--- src/rtl/imgproc_pkg.sv ---
package imgproc_pkg;

	localparam int COORD_W = 11;
	localparam int PIX_W   = 24;
	localparam int DATA_W  = 32;

	typedef logic [COORD_W-1:0] coord_t;

	// Stream word seen as a pixel
	typedef struct packed {
		logic [7:0] red;
		logic [7:0] green;
		logic [7:0] blue;
	} rgb_t;

	// Stream word seen as the sop packet descriptor
	typedef struct packed {
		logic [19:0] reserved;
		logic [3:0]  packet_type;
	} desc_t;

	typedef union packed {
		rgb_t  rgb;
		desc_t desc;
	} pixel_word_u;

	localparam logic [3:0]        PACKET_VIDEO   = 4'h0;
	localparam logic [DATA_W-1:0] MSG_ID         = {16'h0, "NB"};
	localparam logic [DATA_W-1:0] DEVICE_ID      = 32'h1234EEE2;
	localparam logic [PIX_W-1:0]  BB_COL_DEFAULT = 24'h00ff00;

	// Register map
	localparam logic [2:0] ADDR_STATUS = 3'd0;
	localparam logic [2:0] ADDR_MSG    = 3'd1;
	localparam logic [2:0] ADDR_ID     = 3'd2;
	localparam logic [2:0] ADDR_BBCOL  = 3'd3;
	localparam int         FLUSH_BIT   = 4;    // Status write strobe, reads as 0

endpackage

--- src/rtl/stream_reg.sv ---
`timescale 1ns/1ps

module stream_reg (
	input  logic                     clk,
	input  logic                     reset_n,
	input  logic                     valid_in,
	input  imgproc_pkg::pixel_word_u data_in,
	input  logic                     sop_in,
	input  logic                     eop_in,
	output logic                     ready_out,
	output logic                     valid_out,
	output imgproc_pkg::pixel_word_u data_out,
	output logic                     sop_out,
	output logic                     eop_out,
	input  logic                     ready_in
);

	logic [imgproc_pkg::PIX_W+1:0] payload;    // Word, sop, eop

	// Take a new word when empty or when the held one leaves this cycle
	assign ready_out = ~valid_out | ready_in;

	always_ff @(posedge clk) begin
		if (!reset_n) begin
			valid_out <= 1'b0;
		end else if (ready_out) begin
			valid_out <= valid_in;
		end
	end

	// Payload only moves on an accepted transfer, so it holds under stall
	always_ff @(posedge clk) begin
		if (ready_out && valid_in) begin
			payload <= {data_in, sop_in, eop_in};
		end
	end

	assign data_out = payload[imgproc_pkg::PIX_W+1:2];
	assign sop_out  = payload[1];
	assign eop_out  = payload[0];

endmodule

--- config.mk ---
export PLATFORM = sky130hd
export DESIGN_NAME = stream_reg
export DESIGN_NICKNAME = d
export VERILOG_FILES = /design/src/rtl/imgproc_pkg.sv /design/src/rtl/stream_reg.sv
export SDC_FILE = /design/constraint.sdc
export NUM_CORES = 1
export LEC_CHECK = 0
export BUFFER_PORTS_ARGS = -buffer_cell sky130_fd_sc_hd__buf_2
export CAP_MARGIN = 20
export CORE_UTILIZATION = 25
export DETAILED_ROUTE_END_ITERATION = 12
export PLACE_DENSITY_LB_ADDON = 0.3
export SYNTH_ARGS = -nofsm -noshare
export SYNTH_HDL_FRONTEND = slang
export SYNTH_SLANG_ARGS = --single-unit
--- constraint.sdc ---
create_clock -name clk -period 1.29 [get_ports clk]
set_input_delay 0.129 -clock clk [delete_from_list [all_inputs] [get_ports clk]]
set_output_delay 0.129 -clock clk [all_outputs]
set_load 0.005 [all_outputs]
==> flow_summary.toml <==
[status]
outcome = "finished clean"

[clocking]
path_clk_slew_ns = 0.13
cts_max_path_buffers = 2
clkSinkCount = 27
cts_resized = 0
worstSkewPairLatency_ns = 0.32
cts_tree = "done"
h-tree-depth = 1
cts_buffers = 3
cts_root_buf = "clkbuf_4"

[power_and_ir_drop]
peakVddDrop_mv = 0.518
pwr_density_cell_mw_per_mm2 = 1080
finalPower_w = 0.00158
leakagePower_nw = 0.631

[die]
die_h_um = 59.9
ios = 58
start_util_pct = 26.8
die_x_um = 59.9
die-area_mm2 = 0.00359
core_area_mm2 = 0.00313
row_count = 20

[finish]
diodes = 0
syn_to_final_growth_pct = 74.9
drive_above_1_share_pct = 54.2
postLayoutCoreUtil_pct = 46.9
stdcell_count = 162
multi_input_area_um2 = 33.8
final_nets = 149
seq_area_um2 = 801
num-fill-cells = 286

[timing]
final.min_clock_period_ns = 1.11
slew_headroom_pct = 77.4
fin_ws_ns = 0.177
setup_tns_ns = 0
rsz0062_at_grt = "no"
setup_viol = 0
finClkSkew_ns = 0.0148
period_share_pct = 86.3
slew_violations = 0
hold_viol = 0
worstMarginPinSlew_ns = 0.339
fmax_ghz = 0.899

[critical_path]
cp-end-kind = "flop"
slowest_delay_ns = 0.36
worstPathCellList = "nand2b_4 > and2_4"
crit_slowest_cell = "and2_4"
required_ns = 1.29
start_kind = "flop"
crit_arrival_ns = 1.11
crit_type = "reg2reg"
crit_fanout = 26

[placement]
gp_congestion = 0.587
numPortBuffers = 57
dp_slack_ns = 0.168
placed_cells = 132

[yosys]
yosys_most_used_dff = "edfxtp_1"
yosys_warnings = 0
synth_most_common_cell = "edfxtp_1"
syn_area_um2 = 838
yosysTopAreaCell = "edfxtp_1"
yosysUniqueCellTypes = 6
syn_inst = 31
ys_ff_latch = 27
synth_top_area_share_pct = 93.1
synth_fp_nets = 61
yosysSeqAreaShare_pct = 95.5
async_flop_share_pct = 0
syn_area_per_cell_um2 = 27.0
synthTopCellsByArea = "edfxtp_1, dfxtp_1, nand2b_4, a21boi_2, and2_4"
synth_edf_count = 26

[global_routing]
overflow = 0
grt_max_degree = 27
grt_pass1_wl_um = 2500
grt_usage_pct = 10.0
grt_pass1_vias = 588
grt_antenna_before_repair = 0

[route]
wl_per_cell_um = 10.4
postRouteAntennaNets = 0
first_iter_violations = 8
vias_per_cell = 3.65
vias = 591
drt_wl_total_um = 1690
drc_errors = 0
first_pass_iters = 2

[flow_run]
drv_cap = 0

[min_path]
worst_hold_path_type = "in2reg"
[where the power goes]
group / internal [W] / switching (W)
logic: 0.000120 / 0.0000666
clock network: 0.000116 / 0.000243
registers: 0.00102 / 0.0000117
[cells by family after synthesis]
| logic type | count (synthesis) | share of synthesized area, % |
|---|---|---|
| simple gates | 2 | 2.69 |
| flops | 27 | 95.5 |
| compound gates | 1 | 1.34 |
| buf+inv | 1 | 0.447 |
[worst max-delay path, delay by kind of cell, from the launching register on]
kind             cells  cell delay, ns
DFF                  1            0.35
and+or+nand+nor      2            0.44
[stage by stage]
step	hold slack, ns	cell area, µm²
global placement	0.306	1180
finish	0.0408	1470
floorplan	0.228	838
detailed placement	0.308	1180
global route	0.0240	1470
CTS	0.0266	1470
[cell usage in the layout, fill, tap and decap left out, drive strengths merged]
master / count
dfxtp: 1
edfxtp: 26
clkinv: 1
dlygate4sd3: 26
and2: 1
clkbuf: 3
a21boi: 1
buf: 57
inv: 1
nand2b: 1
[area by class of cell]
cell class,count,share of cell area (%)
Multi-Input combinational cell,3,2.30
Sequential cell,27,54.6
Tap cell,44,3.75
Timing Repair Buffer,83,37.2
Clock buffer,3,1.54
Inverter,1,0.256
Clock inverter,1,0.341
[routing by layer]
metal	track usage (%)	vias up	routed length, µm
li1	-	293	-
met1	10.7	267	643
met2	17.6	29	945
met3	2.60	2	84
met4	5.98	0	12
met5	0	-	0
[what timing repair did]
item / CTS / global route
hold buffers: 26 / 0
setup buffers: 0 / 0
endpoints found under the hold margin: 26 / 0
[flip-flops by register name (all words and copies together), names as in the netlist]
signal     cells
payload       26
valid_out      1
[path summary, 6_finish.rpt]
kind / from / end / slack [ns] / cells after the start
setup reg to reg: valid_out / payload[22] / 0.18 / 2
setup / recovery: valid_out / payload[22] / 0.18 / 2
hold reg to reg: valid_out / valid_out / 0.51 / 2
hold / removal: reset_n / valid_out / 0.04 / 2
Note: power is estimated with default switching activity, not from simulation.
