## config.mk

```make
export PLATFORM = sky130hd
export DESIGN_NAME = pixel_overlay
export DESIGN_NICKNAME = d
export VERILOG_FILES = /design/src/rtl/imgproc_pkg.sv /design/src/rtl/pixel_overlay.sv
export SDC_FILE = /design/constraint.sdc
export NUM_CORES = 1
export LEC_CHECK = 0
export BUFFER_PORTS_ARGS = -buffer_cell sky130_fd_sc_hd__buf_2
export CORE_ASPECT_RATIO = 0.6
export CORE_MARGIN = 10
export CORE_UTILIZATION = 25
export DETAILED_ROUTE_END_ITERATION = 6
export MAX_ROUTING_LAYER = met4
export PLACE_DENSITY = 0.72
export SLEW_MARGIN = 20
export SYNTH_ARGS = -nofsm -noshare
export SYNTH_HDL_FRONTEND = slang
export SYNTH_SLANG_ARGS = --single-unit
export TNS_END_PERCENT = 30
```

## constraint.sdc

```tcl
create_clock -name vclk -period 5
set_input_delay 0.5 -clock vclk [all_inputs]
set_output_delay 0.5 -clock vclk [all_outputs]
set_load 0.01 [all_outputs]
```

## src/rtl/imgproc_pkg.sv

```systemverilog
package imgproc_pkg;

	localparam int COORD_W = 11;
	localparam int PIX_W   = 24;
	localparam int DATA_W  = 32;

	typedef logic [COORD_W-1:0] coord_t;

	// Stream word seen as a pixel
	typedef struct packed {
		logic [7:0] red;
		logic [7:0] green;
		logic [7:0] blue;
	} rgb_t;

	// Stream word seen as the sop packet descriptor
	typedef struct packed {
		logic [19:0] reserved;
		logic [3:0]  packet_type;
	} desc_t;

	typedef union packed {
		rgb_t  rgb;
		desc_t desc;
	} pixel_word_u;

	localparam logic [3:0]        PACKET_VIDEO   = 4'h0;
	localparam logic [DATA_W-1:0] MSG_ID         = {16'h0, "NB"};
	localparam logic [DATA_W-1:0] DEVICE_ID      = 32'h1234EEE2;
	localparam logic [PIX_W-1:0]  BB_COL_DEFAULT = 24'h00ff00;

	// Register map
	localparam logic [2:0] ADDR_STATUS = 3'd0;
	localparam logic [2:0] ADDR_MSG    = 3'd1;
	localparam logic [2:0] ADDR_ID     = 3'd2;
	localparam logic [2:0] ADDR_BBCOL  = 3'd3;
	localparam int         FLUSH_BIT   = 4;    // Status write strobe, reads as 0

endpackage

```

## src/rtl/pixel_overlay.sv

```systemverilog
`timescale 1ns/1ps

module pixel_overlay (
	input  imgproc_pkg::pixel_word_u       in_word,
	input  logic                           in_sop,
	input  logic                           video,
	input  logic                           mode,
	input  imgproc_pkg::coord_t            x,
	input  imgproc_pkg::coord_t            y,
	input  imgproc_pkg::coord_t            box_left,
	input  imgproc_pkg::coord_t            box_right,
	input  imgproc_pkg::coord_t            box_top,
	input  imgproc_pkg::coord_t            box_bottom,
	input  logic [imgproc_pkg::PIX_W-1:0]  bb_col,
	output imgproc_pkg::pixel_word_u       out_word,
	output logic                           target
);

	logic [7:0] grey;
	logic       on_edge;

	// Grey = green/2 + red/4 + blue/4, tops out at 253
	assign grey = {1'b0, in_word.rgb.green[7:1]} + {2'b0, in_word.rgb.red[7:2]}
		+ {2'b0, in_word.rgb.blue[7:2]};

	assign target = in_word.rgb.red[7] & in_word.rgb.green[7] & in_word.rgb.blue[7];

	// Box from the previous video frame
	assign on_edge = (x == box_left) | (x == box_right) | (y == box_top) | (y == box_bottom);

	always_comb begin
		out_word = in_word;    // Descriptors and non-video data pass through
		if (mode && video && !in_sop) begin
			if (on_edge) begin
				out_word = bb_col;
			end else if (target) begin
				out_word = 24'hffffff;
			end else begin
				out_word = {grey, grey, grey};
			end
		end
	end

endmodule

```

==> impl_metrics.ini <==
[critical_path]
cp_cell_sequence = buf_2, fa_1, ha_1, fa_1, a21o_1, a21oi_1, nor2_1, a211oi_1, a211oi_1, buf_2
critPathLaunchType = input port
setup.worst_path.end_class = output port
critPathArrivalTime_ns = 3.04
cp_slowest_cell = fa_1
worstSetupPathType = input port to output port
cp_max_fo = 3
required_ns = 4.50
max_stage_delay_ns = 0.49

[place]
dp_hpwl_mm = 5.45
dp.cells = 355
portBuffers = 142
placed_cell_area_sq_um = 2060
gp_congestion = 0.856
pre_cts_slack_ns = 1.46

[route]
drc_errors = 0
drt-pass1-iter-count = 4
drtIter0Drc = 79
routed_wl_mm = 5.85
viasPerCell = 4.86
vias = 1727
wl_per_cell_um = 16.5
ant_nets = 0

[global_routing]
grt_overflow = 0
grt_pass1_vias = 1870
grt_first_pass_wirelength_mm = 9.06
grt_max_degree = 20
grt_use_total_pct = 12.9
antenna_found_initial = 0

[min_path]
hold_path_class = input port to output port

[layout]
final_util_pct = 41.1
area_growth_syn_to_layout_pct = 60.4
design.seq.count = 0
stdcell_count = 355
num-nets-final = 421
final-seq-area_sq_um = 0
fin_area_sq_um = 2070
clkbuf_count = 0
antenna_cells = 0
drive_gt1_share_pct = 54.7

[sta]
worst_slack_ns = 1.46
fin_setup_tns_ns = 0
hold_viol = 0
fin_crit_ns = 3.54
relSlewSlack_pct = 51.0
fmax_ghz = 0.283
fin_crit_sh_pct = 70.7
rsz0062_at_grt = false
finalSetupViolations = 0
slew_violations = 0
tightest_slew_ns = 0.729

[floorplan]
fp-row-count = 20
start_util_pct = 25.6
die_w_um = 113
ioPinCount = 142
die_height_um = 75.6
coreArea_sq_um = 5030
die_area_sq_um = 8530

[cts]
cts_resized = 0
post_cts_buffers = 0
cts_hold_buf = 0

[logic_synthesis]
synth_area_sq_um = 1290
synth_area_per_cell_sq_um = 8.54
synth_top_family_by_area = XOR/XNOR gates
synthXorXnorAreaFrac_pct = 31.9
ys_seq_area_share_pct = 0
synthCells = 151
synth_compound_area_share_pct = 31.7
synth_cell_types = 35
ys_warn_count = 0
synth_fa_ha_area_share_pct = 16.7
synth_simple_gate_area_share_pct = 16.1
synth.area.mux_share_pct = 0
syn_nets = 281

[flow_run]
maxCapViolCount = 0

[pwr]
p_leak_nw = 0.997
ir_drop_v = 0.0000366
power_per_cell_area_nw_per_um2 = 103

[run_status]
outcome = complete, no violations
==> worst max-delay path: cells and delay by family <==
kind | cells | cell delay, ns
buffers and inverters | 2 | 0.30
adders and majority gates | 3 | 1.13
AOI/OAI and AO/OA | 4 | 1.01
and+or+nand+nor | 1 | 0.08
==> area by class of cell <==
cell class         count  area [sq um]
multi-input cells    141          1250
well taps             66          82.6
inverters              5          18.8
fillers              535          2960
repair buffers       143           718
==> synth_stat cells <==
| master | number | area [sq um] |
|---|---|---|
| or3_1 | 1 | 6.26 |
| a31o_2 | 1 | 8.76 |
| xnor2_1 | 21 | 184 |
| o221a_1 | 10 | 113 |
| clkbuf_1 | 2 | 7.51 |
| o41ai_4 | 1 | 27.5 |
| nor2_2 | 1 | 6.26 |
| buf_1 | 1 | 3.75 |
| a211oi_1 | 13 | 97.6 |
| nor3_1 | 4 | 20.0 |
| a21o_1 | 1 | 7.51 |
| nor4_1 | 3 | 18.8 |
| or4_1 | 2 | 15.0 |
| nor4_2 | 1 | 12.5 |
| o2111ai_1 | 1 | 8.76 |
| and3_1 | 1 | 6.26 |
| fa_1 | 7 | 140 |
| nand2_1 | 5 | 18.8 |
| o21a_1 | 1 | 7.51 |
| ha_1 | 6 | 75.1 |
| nor2b_1 | 1 | 6.26 |
| o21ai_4 | 1 | 16.3 |
| nand3_1 | 2 | 10.0 |
| buf_6 | 1 | 11.3 |
| or2_2 | 1 | 6.26 |
| nor2_1 | 10 | 37.5 |
| xor2_1 | 26 | 228 |
| o41a_1 | 1 | 11.3 |
| buf_2 | 1 | 5.00 |
| a31oi_1 | 1 | 6.26 |
| nand4_1 | 7 | 43.8 |
| a21oi_1 | 2 | 10.0 |
| o21ai_0 | 1 | 5.00 |
| inv_1 | 5 | 18.8 |
| o221a_2 | 8 | 90.1 |
==> metrics by stage <==
stage / total power [mW] / hold WS (ns)
global placement: 0.210 / 1.35
floorplan: 0.116 / 1.15
detailed placement: 0.213 / 1.36
CTS: 0.214 / 1.36
finish: 0.213 / 1.35
global route: 0.238 / 1.37
==> power breakdown <==
| part | leakage [nW] | total, mW | internal (mW) | switching, mW |
|---|---|---|---|---|
| registers | 0 | 0 | 0 | 0 |
| logic | 0.997 | 0.213 | 0.108 | 0.105 |
| clock network | 0 | 0 | 0 | 0 |
==> cells in the final DEF, fill, tap and decap left out, drive strengths merged, types with 2 or more instances in the layout <==
master	netlist	routed
a21oi	2	2
or4	2	2
o221a	18	18
ha	6	6
a211oi	13	13
nor3	4	4
nand3	2	2
nor2	11	11
fa	7	7
xor2	26	26
xnor2	21	21
nor4	4	4
nand4	7	7
o21ai	2	2
buf	3	143
nand2	5	5
inv	5	5
==> per-layer routing <==
metal	GRT usage, %	up-vias	share of wire (%)
met5	-	-	0
met4	0.420	0	0.26
met3	1.89	2	6.6
met2	21.6	80	45
met1	17.1	781	48
li1	-	864	-
==> worst paths after layout <==
check  cells after the start  slack, ns        from            to
max                       10       1.46  in_word[3]  out_word[23]
min                        3       1.35  bb_col[10]  out_word[10]
==> cells by family (layout without fill, tap and decap cells) <==
kind of cell,Yosys count,count (layout)
AOI/OAI and AO/OA,42,42
and+or+nand+nor,39,39
adders and majority gates,13,13
xor gates and xnor gates,47,47
buffers and inverters,10,148
No activity file was read; power rests on OpenSTA's default activity.
