--- src/rtl/imgproc_pkg.sv ---
package imgproc_pkg;

	localparam int COORD_W = 11;
	localparam int PIX_W   = 24;
	localparam int DATA_W  = 32;

	typedef logic [COORD_W-1:0] coord_t;

	// Stream word seen as a pixel
	typedef struct packed {
		logic [7:0] red;
		logic [7:0] green;
		logic [7:0] blue;
	} rgb_t;

	// Stream word seen as the sop packet descriptor
	typedef struct packed {
		logic [19:0] reserved;
		logic [3:0]  packet_type;
	} desc_t;

	typedef union packed {
		rgb_t  rgb;
		desc_t desc;
	} pixel_word_u;

	localparam logic [3:0]        PACKET_VIDEO   = 4'h0;
	localparam logic [DATA_W-1:0] MSG_ID         = {16'h0, "NB"};
	localparam logic [DATA_W-1:0] DEVICE_ID      = 32'h1234EEE2;
	localparam logic [PIX_W-1:0]  BB_COL_DEFAULT = 24'h00ff00;

	// Register map
	localparam logic [2:0] ADDR_STATUS = 3'd0;
	localparam logic [2:0] ADDR_MSG    = 3'd1;
	localparam logic [2:0] ADDR_ID     = 3'd2;
	localparam logic [2:0] ADDR_BBCOL  = 3'd3;
	localparam int         FLUSH_BIT   = 4;    // Status write strobe, reads as 0

endpackage

--- src/rtl/reg_port.sv ---
`timescale 1ns/1ps

module reg_port #(
	parameter int MSG_BUF_DEPTH = 2048
) (
	input  logic                              clk,
	input  logic                              reset_n,
	input  logic                              s_chipselect,
	input  logic                              s_read,
	input  logic                              s_write,
	input  logic [2:0]                        s_address,
	input  logic [imgproc_pkg::DATA_W-1:0]    s_writedata,
	input  logic [imgproc_pkg::DATA_W-1:0]    msg_data,
	input  logic [$clog2(MSG_BUF_DEPTH):0]    msg_used,
	input  logic                              msg_empty,
	output logic [imgproc_pkg::DATA_W-1:0]    s_readdata,
	output logic [imgproc_pkg::PIX_W-1:0]     bb_col,
	output logic                              msg_rd,
	output logic                              msg_flush
);

	logic [7:0] reg_status;
	logic [7:0] used_byte;
	logic       wr_en;
	logic       rd_en;
	logic       read_d;    // Read strobe one cycle back

	assign wr_en     = s_chipselect & s_write;
	assign rd_en     = s_chipselect & s_read;
	assign used_byte = 8'(msg_used);

	assign msg_flush = wr_en && (s_address == imgproc_pkg::ADDR_STATUS)
		&& s_writedata[imgproc_pkg::FLUSH_BIT];

	// Pop on the leading cycle of the read only
	assign msg_rd = rd_en && !read_d && !msg_empty && (s_address == imgproc_pkg::ADDR_MSG);

	////////////////////////////////////////////////////////////////////////////
	// Writes

	always_ff @(posedge clk) begin
		if (!reset_n) begin
			reg_status <= '0;
			bb_col     <= imgproc_pkg::BB_COL_DEFAULT;
		end else if (wr_en) begin
			if (s_address == imgproc_pkg::ADDR_STATUS) begin
				reg_status <= s_writedata[7:0] & ~(8'h1 << imgproc_pkg::FLUSH_BIT);
			end
			if (s_address == imgproc_pkg::ADDR_BBCOL) begin
				bb_col <= s_writedata[imgproc_pkg::PIX_W-1:0];
			end
		end
	end

	////////////////////////////////////////////////////////////////////////////
	// Reads, data one cycle after the strobe

	always_ff @(posedge clk) begin
		if (!reset_n) begin
			s_readdata <= '0;
			read_d     <= 1'b0;
		end else begin
			read_d <= rd_en;
			if (rd_en) begin
				case (s_address)
					imgproc_pkg::ADDR_STATUS: s_readdata <= {16'h0, used_byte, reg_status};
					imgproc_pkg::ADDR_MSG:    s_readdata <= msg_empty ? '0 : msg_data;
					imgproc_pkg::ADDR_ID:     s_readdata <= imgproc_pkg::DEVICE_ID;
					imgproc_pkg::ADDR_BBCOL:  s_readdata <= {8'h0, bb_col};
					default:                  s_readdata <= '0;
				endcase
			end
		end
	end

endmodule

--- config.mk ---
export PLATFORM = sky130hd
export DESIGN_NAME = reg_port
export DESIGN_NICKNAME = d
export VERILOG_FILES = /design/src/rtl/imgproc_pkg.sv /design/src/rtl/reg_port.sv
export SDC_FILE = /design/constraint.sdc
export NUM_CORES = 1
export LEC_CHECK = 0
export CAP_MARGIN = 20
export CORE_MARGIN = 2
export CORE_UTILIZATION = 27
export CTS_CLUSTER_SIZE = 12
export DETAILED_ROUTE_END_ITERATION = 10
export DONT_BUFFER_PORTS = 1
export SLEW_MARGIN = 40
export SYNTH_ARGS = -nofsm -noshare
export SYNTH_HDL_FRONTEND = slang
export SYNTH_SLANG_ARGS = --single-unit
--- constraint.sdc ---
create_clock -name clk -period 1.4 [get_ports clk]
set_input_delay 0.14 -clock clk [delete_from_list [all_inputs] [get_ports clk]]
set_output_delay 0.14 -clock clk [all_outputs]
set_load 0.005 [all_outputs]
==> results.yml <==
yosys:
  ys_seq_elements: 64
  ys.flop_type: "dfxtp_1"
  postSynthCellCount: 333
  synth_edf_count: 0
  yosys_warnings: 0
  ys_seq_area_share_pct: 41.9
  syn-mean-instance-area_sq_um: 9.18
  synth_nets: 418
  synthArstFlopShare_pct: 0
  ys_types: 35
  synth_area_sq_um: 3060
routing:
  postRouteAntennaNets: 0
  wl_per_cell_microns: 20.4
  drc: 0
  wirelength_microns: 10100
  drt-met1-wl_microns: 4360
  drtPass1Iterations: 5
  via_per_inst: 5.53
  detail_route.iter0.violations: 193
  via_count: 2744
  met3_length_microns: 846
  wl_met2_microns: 4790
  highest_layer: "met4"
global_route:
  grt_max_degree: 68
  antenna_found_initial: 0
  grt_pass1_wl_microns: 16000
  grt.total_usage_pct: 16.8
  overflow: 0
  grt_pass1_vias: 2745
floorplan:
  fp.dieArea_sq_um: 12200
  coreArea_sq_um: 10900
  initial_core_util_pct: 28.0
  rows: 38
  die_y_microns: 110
  dieWidth_microns: 110
  ioPinCount: 143
placed_design:
  dpl_cell_area_sq_um: 3080
  hpwl_microns: 6520
  place.gp.congestion: 0.804
  io_buffers: 0
  placedCellCount: 445
cts:
  clockRootBuffer: "clkbuf_16"
  cts_buffers: 9
  clk_pin_slew_worst_paths_ns: 0.05
  worst_skew_pair.late_latency_ns: 0.33
  cts_hold_buf: 36
  clock-sinks: 64
  cts_resized: 0
  cts_buffer_depth: 2
  cts_tree: "done"
  htree_levels: 3
  post_cts_buffers: 0
sta:
  fin_tns_setup_ns: 0
  fmax_mhz: 838
  hold_viol_final: 0
  slew_violations: 0
  setup_violations: 0
  final.min_clock_period_ns: 1.19
  fin_crit_sh_pct: 85.3
  worstMarginPinSlew_ns: 0.441
  slew_headroom_pct: 70.6
  finClkSkew_ns: 0.00562
  rsz0062_at_grt: "false"
worst_setup_path:
  crit_path_max_fanout: 3
  start_kind: "register"
  critPathLaunch: "bb_col[10]"
  reg2reg_from: "bb_col[10]"
  r2r_slack_ns: 0.21
  r2r_end: "bb_col[10]"
  endpoint_kind: "register"
  worst-endpoint-required_ns: 1.62
  worstPathArrival_ns: 1.41
  endpoint: "bb_col[10]"
  rr_worst_depth: 3
  worstSetupPathType: "register to register"
final_layout:
  drive_gt1_share_pct: 7.87
  antenna_cells: 0
  fin_nets: 437
  areaGrowthSynthToFinish_pct: 21.2
  stdcell_area_sq_um: 3700
  post-route-util_pct: 33.9
  stdcell_count: 496
status:
  status: "finished clean"
power_and_ir_drop:
  p_leak_nw: 1.23
  total_power_w: 0.00418
  vdd.ir_drop.worst_mv: 0.748
  powerDensity_nw_per_um2: 1130
job:
  drv_cap: 0
hold_path:
  hp-start: "msg_data[24]"
  hold_path.class: "primary input to register"
-- how the worst min path moves through the flow --
stage / to / slack (ns) / depth (start not counted)
floorplan: read_d / 0.29 / 1
global placement: bb_col[8] / 0.22 / 1
detailed placement: bb_col[9] / 0.23 / 1
CTS: s_readdata[8] / 0.0002 / 2
global route: s_readdata[8] / 0.01 / 2
finish: s_readdata[24] / 0.02 / 2
-- layer usage --
layer	GRT usage, %	vias to the layer above
met5	0	-
met1	20.4	1327
met2	27.0	117
met4	5.50	0
li1	-	1290
met3	7.08	10
-- sequential cells by signal (all words and copies together), names as in the netlist --
| name | flops |
|---|---|
| s_readdata | 32 |
| bb_col | 24 |
| reg_status | 7 |
| read_d | 1 |
-- power breakdown --
group          switching, W  internal [W]
clock              0.000754       0.00119
sequential        0.0000293       0.00186
combinational      0.000184      0.000173
-- cells in the final DEF, fill, tap and decap left out, types with 10 or more instances in the layout --
cell and count:
dlygate4sd3_1 35, a32oi_1 16, dfxtp_1 64, and3b_1 15, o21ai_0 37, nand3_1 46
a21boi_1 32, a21boi_0 10, nand2_1 12
-- synth_stat cells, types with 2 or more instances --
master,n,share of area [%]
a22oi_1,5,1.2
o21ai_0,37,6.1
nand3_1,46,7.5
buf_6,6,2.2
o221ai_1,9,2.6
buf_2,7,1.1
nor2_1,2,0.25
o21ai_1,2,0.33
and3b_1,15,4.3
a21boi_1,32,7.9
o221ai_2,4,2.0
nor3b_1,6,1.5
and2_1,4,0.82
and2_0,3,0.61
and3_1,2,0.41
a32oi_1,16,4.6
buf_4,8,2.0
o211ai_1,5,1.2
a21boi_0,10,2.5
clkbuf_1,14,1.7
nand2_1,12,1.5
nor2b_1,7,1.4
dfxtp_1,64,42
a21oi_1,2,0.33
nand4_1,5,1.0
-- final cells by class --
type,instances,area (sq um)
timing repair buffer,46,465
clock buffer,14,244
sequential,64,1280
tap,140,175
multi-input combinational,231,1530
fill,1124,7230
clock inverter,1,5.00
-- worst max-delay path, stage by stage (launching register included) --
cell and delay [ns]:
dfxtp_1 0.33, o21ai_0 0.08, nand3_1 0.10, dlygate4sd3_1 0.57
-- cells by family after synthesis --
family | after synthesis | synth area share (%)
buffers and inverters | 38 | 7.90
flip-flops | 64 | 41.9
AO/OA/AOI/OAI | 122 | 28.6
AND/OR/NAND/NOR | 109 | 21.6
-- through the flow --
stage          worst slack [ns]  hold WS [ns]
2_1_floorplan             0.446         0.286
3_3_place_gp              0.349         0.225
3_5_place_dp              0.305         0.228
4_1_cts                   0.233      0.000242
5_1_grt                   0.180        0.0120
6_report                  0.206        0.0194
Note: power is estimated with default switching activity, not from simulation.
