--- config.mk ---
export PLATFORM = sky130hd
export DESIGN_NAME = frame_scanner
export DESIGN_NICKNAME = d
export VERILOG_FILES = /design/src/rtl/imgproc_pkg.sv /design/src/rtl/frame_scanner.sv
export SDC_FILE = /design/constraint.sdc
export NUM_CORES = 1
export LEC_CHECK = 0
export BUFFER_PORTS_ARGS = -buffer_cell sky130_fd_sc_hd__buf_2
export CAP_MARGIN = 20
export CORE_MARGIN = 4
export CORE_UTILIZATION = 35
export DETAILED_ROUTE_END_ITERATION = 10
export PLACE_DENSITY = 0.64
export SYNTH_ARGS = -nofsm -noshare
export SYNTH_HDL_FRONTEND = slang
export SYNTH_SLANG_ARGS = --single-unit
--- constraint.sdc ---
create_clock -name clk -period 2.6 [get_ports clk]
set_input_delay 0.26 -clock clk [delete_from_list [all_inputs] [get_ports clk]]
set_output_delay 0.26 -clock clk [all_outputs]
set_load 0.05 [all_outputs]
--- src/rtl/imgproc_pkg.sv ---
package imgproc_pkg;

	localparam int COORD_W = 11;
	localparam int PIX_W   = 24;
	localparam int DATA_W  = 32;

	typedef logic [COORD_W-1:0] coord_t;

	// Stream word seen as a pixel
	typedef struct packed {
		logic [7:0] red;
		logic [7:0] green;
		logic [7:0] blue;
	} rgb_t;

	// Stream word seen as the sop packet descriptor
	typedef struct packed {
		logic [19:0] reserved;
		logic [3:0]  packet_type;
	} desc_t;

	typedef union packed {
		rgb_t  rgb;
		desc_t desc;
	} pixel_word_u;

	localparam logic [3:0]        PACKET_VIDEO   = 4'h0;
	localparam logic [DATA_W-1:0] MSG_ID         = {16'h0, "NB"};
	localparam logic [DATA_W-1:0] DEVICE_ID      = 32'h1234EEE2;
	localparam logic [PIX_W-1:0]  BB_COL_DEFAULT = 24'h00ff00;

	// Register map
	localparam logic [2:0] ADDR_STATUS = 3'd0;
	localparam logic [2:0] ADDR_MSG    = 3'd1;
	localparam logic [2:0] ADDR_ID     = 3'd2;
	localparam logic [2:0] ADDR_BBCOL  = 3'd3;
	localparam int         FLUSH_BIT   = 4;    // Status write strobe, reads as 0

endpackage

--- src/rtl/frame_scanner.sv ---
`timescale 1ns/1ps

module frame_scanner #(
	parameter int IMAGE_W = 640,
	parameter int IMAGE_H = 480
) (
	input  logic                     clk,
	input  logic                     reset_n,
	input  logic                     in_valid,
	input  logic                     out_ready,
	input  logic                     in_sop,
	input  logic                     in_eop,
	input  imgproc_pkg::pixel_word_u in_word,
	input  logic                     target,
	output imgproc_pkg::coord_t      x,
	output imgproc_pkg::coord_t      y,
	output logic                     video,
	output imgproc_pkg::coord_t      box_left,
	output imgproc_pkg::coord_t      box_right,
	output imgproc_pkg::coord_t      box_top,
	output imgproc_pkg::coord_t      box_bottom,
	output logic                     frame_done
);

	localparam imgproc_pkg::coord_t X_LAST = imgproc_pkg::coord_t'(IMAGE_W - 1);
	localparam imgproc_pkg::coord_t Y_LAST = imgproc_pkg::coord_t'(IMAGE_H - 1);

	logic                xfer;
	logic                hit;
	imgproc_pkg::coord_t min_x;
	imgproc_pkg::coord_t max_x;
	imgproc_pkg::coord_t min_y;
	imgproc_pkg::coord_t max_y;
	imgproc_pkg::coord_t nxt_min_x;
	imgproc_pkg::coord_t nxt_max_x;
	imgproc_pkg::coord_t nxt_min_y;
	imgproc_pkg::coord_t nxt_max_y;

	assign xfer = in_valid & out_ready;
	assign hit  = xfer & ~in_sop & video & target;

	// Running box with the current word folded in
	assign nxt_min_x = (hit && x < min_x) ? x : min_x;
	assign nxt_max_x = (hit && x > max_x) ? x : max_x;
	assign nxt_min_y = (hit && y < min_y) ? y : min_y;
	assign nxt_max_y = (hit && y > max_y) ? y : max_y;

	always_ff @(posedge clk) begin
		if (!reset_n || (xfer && in_sop)) begin
			x     <= '0;
			y     <= '0;
			min_x <= X_LAST;    // Empty box: min above max
			max_x <= '0;
			min_y <= Y_LAST;
			max_y <= '0;
			video <= reset_n && (in_word.desc.packet_type == imgproc_pkg::PACKET_VIDEO);
		end else if (xfer) begin
			if (x == X_LAST) begin
				x <= '0;
				y <= y + 1'b1;
			end else begin
				x <= x + 1'b1;
			end
			min_x <= nxt_min_x;
			max_x <= nxt_max_x;
			min_y <= nxt_min_y;
			max_y <= nxt_max_y;
		end
	end

	////////////////////////////////////////////////////////////////////////////
	// End of frame latch, eop pixel included

	always_ff @(posedge clk) begin
		if (!reset_n) begin
			box_left   <= '0;
			box_right  <= '0;
			box_top    <= '0;
			box_bottom <= '0;
			frame_done <= 1'b0;
		end else begin
			frame_done <= 1'b0;
			if (xfer && in_eop && !in_sop && video) begin    // Non-video packets ignored
				box_left   <= nxt_min_x;
				box_right  <= nxt_max_x;
				box_top    <= nxt_min_y;
				box_bottom <= nxt_max_y;
				frame_done <= 1'b1;
			end
		end
	end

endmodule

==> reports/metrics.yaml <==
floorplanning:
  start_util: 0.358
  pin_count: 99
  die_w_um: 141
  die_h_um: 141
  die_area_sq_um: 20000
  core-area_sq_um: 17400
  rows: 48
synth:
  synthCells: 713
  netlist_area_sq_um: 6220
  ys_seq_elements: 112
  netlist_top_cells_count: "dfxtp_1, nor2_1, o21ai_0, inv_1, ha_1"
  ys_warn_count: 0
  synthesis.nets: 788
  synth_top_area_frac: 0.357
  yosysSeqAreaShare: 0.362
  synth_ff_type: "dfxtp_1"
  synthArstFlopShare: 0
  netlist.top_cell.by_area: "dfxtp_1"
  synth_edf_count: 1
  syn_area_per_cell_sq_um: 8.73
  synth_cell_type_count: 50
  synth_most_common_cell: "dfxtp_1"
  ys_top_cells_by_area: "dfxtp_1, ha_1, nor2_1, o21ai_0, mux2i_1"
flow_run:
  drv_cap: 0
global_routing:
  antenna_found_initial: 0
  globalRouteOverflowTotal: 0
  track_usage: 0.173
  grt_pass1_vias: 5306
  grt_pass1_wl_mm: 28.2
  grt_max_degree: 67
critical_path:
  cp.required_ns: 2.84
  crit_path_start_kind: "flop"
  crit_type: "flop to flop"
  slowest_delay_ns: 0.42
  cpMaxStageDelayCell: "o311a_1"
  worstSetupEndpointType: "flop"
  critPathMaxFanout: 11
  r2r_cells: 7
  cpMostUsedCell: "a21o_1"
  path_buf_inv: 1
  crit_cells: 7
  cp_top_family: "compound AO/OA/AOI/OAI gates"
  cp_data_arrival_time_ns: 2.59
  crit_path_cell_trace: "inv_1 -> ha_1 -> a21o_1 -> a21o_1 -> a211oi_4 -> nand2_1 -> o311a_1"
route:
  firstDrtPassIters: 4
  ant_nets: 0
  route.vias.total: 5525
  met2_length_mm: 7.76
  drtIter0Drc: 329
  drt-met1-wl_mm: 8.04
  met3_length_mm: 1.04
  viasPerCell: 5.44
  drc: 0
  maxUsedRoutingLayer: "met4"
  wl_per_cell_um: 16.9
  wl_mm: 17.2
cells_and_area:
  syn_to_final_growth_pct: 17.7
  fin_util: 0.422
  final_nets: 861
  fin_area_sq_um: 7320
  drive_gt1_frac: 0.226
  diodes: 0
clocking:
  clock_path_buffers: 2
  cts_setup_buffers: 0
  cts_resized: 0
  path_clk_slew_ns: 0.08
  cts_hold_buf: 0
  htreeDepth: 3
  numCtsBuffers: 9
  clock_sinks: 112
  root_buffer: "clkbuf_16"
  cts_tree: "built"
  worstSkewPairLatency_ns: 0.35
timing:
  tightest_slew_ns: 0.867
  rsz0062_at_grt: "false"
  finalSetupTns_ns: 0
  final-max-slew-violation-count: 0
  period_minus_slack_ns: 2.35
  max_freq_ghz: 0.426
  finClkSkew_ns: 0.00792
  relSlewSlack: 0.420
  fin_crit_sh: 0.902
  setup_viol_count_final: 0
  hold_viol_final: 0
outcome:
  status: "complete, no violations"
power:
  ir_drop_mv: 0.300
  powerDensity_nw_per_um2: 483
  power.total_w: 0.00354
  p_leak_nw: 3.07
placement:
  dpl.hpwl_mm: 12.2
  placed_area_sq_um: 6990
  io_buffer_count: 78
  gp_congestion: 0.847
min_path:
  holdPathStages: 2
  hp-class: "input port to flop"
-- stage by stage --
step | instances | setup slack, ns | hold WS (ns)
final | 1016 | 0.254 | 0.189
after global routing | 1016 | 0.119 | 0.215
after CTS | 1016 | 0.304 | 0.177
after detailed placement | 1000 | 0.320 | 0.508
after global placement | 1000 | 0.353 | 0.502
after floorplan | 713 | 0.251 | 0.413
-- final timing paths --
path                  to  startpoint  slack (ns)
min reg2reg     min_x[0]    min_x[0]        0.52
max          box_left[7]    min_x[8]        0.25
min           frame_done      in_eop        0.19
max reg2reg  box_left[7]    min_x[8]        0.25
-- report_power, final --
part / switching (W) / total, W / internal, W
Sequential: 0.0000151 / 0.00175 / 0.00174
Combinational: 0.000164 / 0.000226 / 0.0000626
Clock: 0.000700 / 0.00156 / 0.000859
Total: 0.000879 / 0.00354 / 0.00266
-- area by class of cell --
| class | instances | area [sq um] |
|---|---|---|
| Tap cell | 225 | 282 |
| Fill cell | 1690 | 10000 |
| Clock buffer | 9 | 225 |
| Sequential cell | 112 | 2250 |
| Clock inverter | 7 | 104 |
| Multi-Input combinational cell | 495 | 3510 |
| Timing Repair Buffer | 123 | 778 |
| Inverter | 45 | 169 |
-- cells by family (layout without fill, tap and decap cells) --
family,after synthesis,count (layout),share of synthesized area
compound gates,208,208,0.246
xor+xnor,17,17,0.0239
fa+ha+maj,44,44,0.0885
buf+inv,106,184,0.0744
flops,112,112,0.362
mux,30,30,0.0495
simple gates,196,196,0.156
-- worst reg2reg max path, stage by stage (launching register included) --
cell and delay [ns]:
dfxtp_1 0.35, inv_1 0.06, ha_1 0.30, a21o_1 0.16, a21o_1 0.22, a211oi_4 0.33
nand2_1 0.39, o311a_1 0.42
-- registers in the layout (all words and copies together), names as in the netlist --
| signal | flops |
|---|---|
| box_bottom | 11 |
| box_left | 11 |
| box_right | 11 |
| box_top | 11 |
| max_x | 11 |
| max_y | 11 |
| min_x | 11 |
| min_y | 11 |
| x | 11 |
| y | 11 |
| frame_done | 1 |
| video | 1 |
-- cells in the final DEF (no fill, tap or decap), drive strengths merged, types with 9 or more instances in the layout --
| cell type | instances |
|---|---|
| a211oi | 24 |
| a21o | 10 |
| a21oi | 29 |
| a31oi | 22 |
| buf | 123 |
| clkbuf | 9 |
| dfxtp | 111 |
| ha | 44 |
| inv | 47 |
| mux2i | 24 |
| nand2 | 20 |
| nand3 | 27 |
| nand4 | 20 |
| nor2 | 79 |
| nor3 | 28 |
| o211ai | 32 |
| o21ai | 55 |
| o311a | 11 |
| o41ai | 10 |
| xor2 | 12 |
-- metal layers --
layer	vias up	track usage
li1	2755	-
met1	2630	0.241
met2	114	0.271
met3	26	0.0374
met4	0	0.0469
met5	-	0
Power figures use the tool's default switching activity.
