### src/rtl/imgproc_pkg.sv
package imgproc_pkg;

	localparam int COORD_W = 11;
	localparam int PIX_W   = 24;
	localparam int DATA_W  = 32;

	typedef logic [COORD_W-1:0] coord_t;

	// Stream word seen as a pixel
	typedef struct packed {
		logic [7:0] red;
		logic [7:0] green;
		logic [7:0] blue;
	} rgb_t;

	// Stream word seen as the sop packet descriptor
	typedef struct packed {
		logic [19:0] reserved;
		logic [3:0]  packet_type;
	} desc_t;

	typedef union packed {
		rgb_t  rgb;
		desc_t desc;
	} pixel_word_u;

	localparam logic [3:0]        PACKET_VIDEO   = 4'h0;
	localparam logic [DATA_W-1:0] MSG_ID         = {16'h0, "NB"};
	localparam logic [DATA_W-1:0] DEVICE_ID      = 32'h1234EEE2;
	localparam logic [PIX_W-1:0]  BB_COL_DEFAULT = 24'h00ff00;

	// Register map
	localparam logic [2:0] ADDR_STATUS = 3'd0;
	localparam logic [2:0] ADDR_MSG    = 3'd1;
	localparam logic [2:0] ADDR_ID     = 3'd2;
	localparam logic [2:0] ADDR_BBCOL  = 3'd3;
	localparam int         FLUSH_BIT   = 4;    // Status write strobe, reads as 0

endpackage

### src/rtl/msg_writer.sv
`timescale 1ns/1ps

module msg_writer #(
	parameter int MSG_INTERVAL  = 30,
	parameter int MSG_BUF_DEPTH = 2048
) (
	input  logic                              clk,
	input  logic                              reset_n,
	input  logic                              frame_done,
	input  imgproc_pkg::coord_t               box_left,
	input  imgproc_pkg::coord_t               box_right,
	input  imgproc_pkg::coord_t               box_top,
	input  imgproc_pkg::coord_t               box_bottom,
	input  logic [$clog2(MSG_BUF_DEPTH):0]    msg_used,
	output logic                              msg_wr,
	output logic [imgproc_pkg::DATA_W-1:0]    msg_data
);

	localparam int CNT_W = $clog2(MSG_INTERVAL) + 1;
	localparam int HALF  = imgproc_pkg::DATA_W / 2;
	localparam int ROOM  = MSG_BUF_DEPTH - 3;

	// Sequencer states
	localparam logic [1:0] S_IDLE = 2'd0;
	localparam logic [1:0] S_ID   = 2'd1;
	localparam logic [1:0] S_MIN  = 2'd2;
	localparam logic [1:0] S_MAX  = 2'd3;

	logic [1:0]                     state;
	logic [CNT_W-1:0]               frame_cnt;
	logic [imgproc_pkg::DATA_W-1:0] min_corner;
	logic [imgproc_pkg::DATA_W-1:0] max_corner;
	logic                           start;

	assign start = frame_done && (frame_cnt == '0) && (msg_used < ROOM);

	// A full FIFO leaves the count at 0, so the next frame retries
	always_ff @(posedge clk) begin
		if (!reset_n) begin
			frame_cnt <= '0;
		end else if (start) begin
			frame_cnt <= CNT_W'(MSG_INTERVAL - 1);
		end else if (frame_done && frame_cnt != '0) begin
			frame_cnt <= frame_cnt - 1'b1;
		end
	end

	always_ff @(posedge clk) begin
		if (!reset_n) begin
			state <= S_IDLE;
		end else begin
			case (state)
				S_IDLE:  state <= start ? S_ID : S_IDLE;
				S_ID:    state <= S_MIN;
				S_MIN:   state <= S_MAX;
				default: state <= S_IDLE;
			endcase
		end
	end

	// Corners are x high, y low; left above right means no target seen
	always_ff @(posedge clk) begin
		if (start) begin
			min_corner <= (box_left > box_right) ? '0 : {HALF'(box_left), HALF'(box_top)};
			max_corner <= {HALF'(box_right), HALF'(box_bottom)};
		end
	end

	assign msg_wr = (state != S_IDLE);

	always_comb begin
		case (state)
			S_ID:    msg_data = imgproc_pkg::MSG_ID;
			S_MIN:   msg_data = min_corner;
			S_MAX:   msg_data = max_corner;
			default: msg_data = '0;
		endcase
	end

endmodule

### config.mk
export PLATFORM = sky130hd
export DESIGN_NAME = msg_writer
export DESIGN_NICKNAME = d
export VERILOG_FILES = /design/src/rtl/imgproc_pkg.sv /design/src/rtl/msg_writer.sv
export SDC_FILE = /design/constraint.sdc
export NUM_CORES = 1
export LEC_CHECK = 0
export BUFFER_PORTS_ARGS = -buffer_cell sky130_fd_sc_hd__buf_2
export CAP_MARGIN = 15
export CORE_ASPECT_RATIO = 1.5
export CORE_MARGIN = 2
export CORE_UTILIZATION = 50
export CTS_CLUSTER_DIAMETER = 150
export DETAILED_ROUTE_END_ITERATION = 6
export HOLD_SLACK_MARGIN = 0.05
export PLACE_DENSITY = 0.86
export SYNTH_ARGS = -nofsm -noshare
export SYNTH_HDL_FRONTEND = slang
export SYNTH_SLANG_ARGS = --single-unit
### constraint.sdc
create_clock -name clk -period 3.8 [get_ports clk]
set_input_delay 0.95 -clock clk [delete_from_list [all_inputs] [get_ports clk]]
set_output_delay 0.95 -clock clk [all_outputs]
set_load 0.1 [all_outputs]
==> results.toml <==
[final_layout]
final_cell_area_um2 = 3220
finalNetCount = 404
multi_input_area_um2 = 1050
final_common_cell = "buf_2"
syn_to_final_growth_pct = 20.3
most-common-layout-cells = "83 x buf_2, 44 x edfxtp_1, 42 x nor2_1"
fill_cells = 414
regArea_um2 = 1480
layout.cells.non_filler = 396
diodes = 0
drive_above_1_share_pct = 30.5

[setup_path]
crit_fanout = 22
worstSetupStartpointType = "register"
crit_buf_inv = 1
path_cells = "ha_1, a22oi_1, a21oi_1, buf_2"
crit_arrival_ns = 2.42
max_stage_delay_ns = 0.74
worstSetupPathType = "reg2out"
critical-path-slowest-cell = "ha_1"
critPathLaunch = "state[1]$_SDFF_PN0_"
endpoint_kind = "primary output"
timing.rr.start = "frame_cnt[0]$_SDFFE_PN0P_"
crit_family = "adder cells"
critical_path_required_ns = 2.85

[sta]
min_period_ns = 3.37
setup_tns_ns = 0
hold_viol = 0
finClkSkew_ns = 0.00777
worst_slew_pin_slew_ns = 0.836
rsz0062_at_grt = "no"
fmaxAchievable_mhz = 297
period_share_pct = 88.7
slew_viol_final = 0
whs_ns = 0.542
slew_headroom_pct = 44.3
setup_viol = 0

[placed_design]
dp_cells = 388
io_buffers = 83
place.gp.congestion = 0.790
post_dp_cell_area_um2 = 3130
dp_hpwl_um = 4210

[clocking]
clock-sinks = 52
cts_hold_buffers = 0
postCtsSetupBuffers = 0
clk_pin_slew_ns = 0.09
cts_buffer_depth = 2
clock-root-buffer = "clkbuf_8"
tritoncts.num_buffers = 5
cts_tree = "built"
clkLatencyLatePin_ns = 0.30
cts_resized = 0
htreeDepth = 2

[detailed_routing]
wl_um = 5570
drc = 0
vias = 2104
vias_per_cell = 5.31
final_antenna_net_count = 0
first_iter_violations = 90
wl_per_cell_um = 14.1
drt-pass1-iter-count = 5

[global_routing]
grtUsageTotal_pct = 19.6
grt_pass1_wl_um = 9080
grt_pass1_vias = 2106
antenna_found_initial = 0
grt_max_degree = 52
overflow = 0

[hold_path]
min-delay-start = "frame_cnt[5]$_SDFFE_PP0P_"
min_path_type = "reg2reg"

[synthesis]
ys_seq_area_share_pct = 55.3
syn_avg_cell_area_um2 = 10.8
yosysWarnings = 0
synth_top_area_share_pct = 49.3
yosysUniqueCellTypes = 35
synth.cell_area_um2 = 2680
netlist_instances = 248
synth_seq_cells = 52
ys_top_cells_by_area = "edfxtp_1 49%, ha_1 8.4%, a22oi_1 6.2%, dfxtp_1 6.0%, nor2_1 5.9%"
synth_top_area_cell = "edfxtp_1"

[power]
switching_share_pct = 45.0
clkPwrFrac_pct = 15.2
switching_power_w = 0.000938
seqPwrFrac_pct = 39.9
leakage_nw = 1.37
p_int_w = 0.00115
power_density_nw_per_um2 = 646
vdd_drop_max_v = 0.000224
combPwrFrac_pct = 44.9

[die]
coreArea_um2 = 5160
die_h_um = 93.6
fp-row-count = 32
die_area_um2 = 5970
die_width_um = 63.8
start_util_pct = 51.9
io_pins = 92

[status]
status = "complete, no violations"

[flow_run]
drv_cap = 0
[kinds of logic after synthesis]
family	synth area share, %
XOR/XNOR	0.327
buffers and inverters	7.01
adder cells (fa/ha/maj)	8.41
AO/OA/AOI/OAI	16.2
AND/OR/NAND/NOR	11.8
flip-flops	55.3
multiplexers	0.794
other	0.140
[state kept, by name, indices dropped and copies added, names as in the netlist]
| name | count |
|---|---|
| max_corner | 22 |
| min_corner | 22 |
| frame_cnt | 6 |
| state | 2 |
[power by group through the flow]
stage | registers [W] | logic (W) | clock network, W
3_5_place_dp | 0.000844 | 0.000942 | 0
4_1_cts | 0.000830 | 0.000943 | 0.000319
2_1_floorplan | 0.000823 | 0.000798 | 0
5_1_grt | 0.000845 | 0.00101 | 0.000338
6_report | 0.000831 | 0.000936 | 0.000317
3_3_place_gp | 0.000838 | 0.000921 | 0
[layout make-up]
class / count / area share, %
sequential: 52 / 46.0
multi-input combinational: 162 / 32.5
timing repair buffer: 87 / 13.8
clock buffer: 7 / 2.68
tap: 68 / 2.64
inverter: 19 / 2.21
clock inverter: 1 / 0.194
[per-layer routing]
| metal | share of wire [%] | wire length [µm] | vias to the layer above | global-route usage, % |
|---|---|---|---|---|
| li1 | - | - | 1039 | - |
| met1 | 37 | 2070 | 1003 | 20.8 |
| met2 | 57 | 3200 | 54 | 37.8 |
| met3 | 3.8 | 210 | 8 | 2.89 |
| met4 | 1.7 | 92 | 0 | 8.33 |
| met5 | 0 | 0 | - | 0 |
[through the flow]
step / util, % / power [W] / setup slack, ns
final: 62.4 / 0.00208 / 0.428
after global routing: 62.4 / 0.00219 / 0.233
after CTS: 62.4 / 0.00209 / 0.434
after detailed placement: 60.6 / 0.00179 / 0.782
after global placement: 60.6 / 0.00176 / 0.846
after floorplan: - / 0.00162 / 0.317
[worst min-delay path: stages, from the launching register on]
cell and delay, ns:
dfxtp_1 0.33, o21ai_0 0.09, a211oi_2 0.07
[Yosys cell counts]
| library cell | instances |
|---|---|
| o21ai_0 | 24 |
| o21a_1 | 4 |
| a22oi_1 | 22 |
| o31ai_1 | 1 |
| nand3b_1 | 1 |
| buf_1 | 3 |
| mux2i_1 | 1 |
| a211oi_2 | 1 |
| conb_1 | 1 |
| nor3b_1 | 1 |
| nor3_1 | 5 |
| or4_1 | 1 |
| nand3_1 | 3 |
| xnor2_1 | 1 |
| a32o_1 | 1 |
| or3_1 | 3 |
| and2_1 | 2 |
| o211ai_1 | 1 |
| edfxtp_1 | 44 |
| nand2_1 | 3 |
| dfxtp_1 | 8 |
| o41ai_1 | 1 |
| buf_4 | 9 |
| nor4_4 | 1 |
| ha_1 | 18 |
| inv_1 | 19 |
| a311oi_1 | 1 |
| a21oi_1 | 8 |
| nand4_1 | 3 |
| mux2_2 | 1 |
| clkbuf_1 | 10 |
| o31a_1 | 1 |
| a21o_1 | 2 |
| nand2b_4 | 1 |
| nor2_1 | 42 |
[worst paths after layout]
kind | endpoint | slack (ns) | cells after the start
worst max-delay path | msg_data[10] | 0.43 | 4
worst min-delay path | frame_cnt[5]$_SDFFE_PP0P_ | 0.54 | 2
worst max register to register | min_corner[17]$_SDFFCE_PN0P_ | 1.56 | 6
worst min register to register | frame_cnt[5]$_SDFFE_PP0P_ | 0.54 | 2
(Power assumes the default switching activity.)
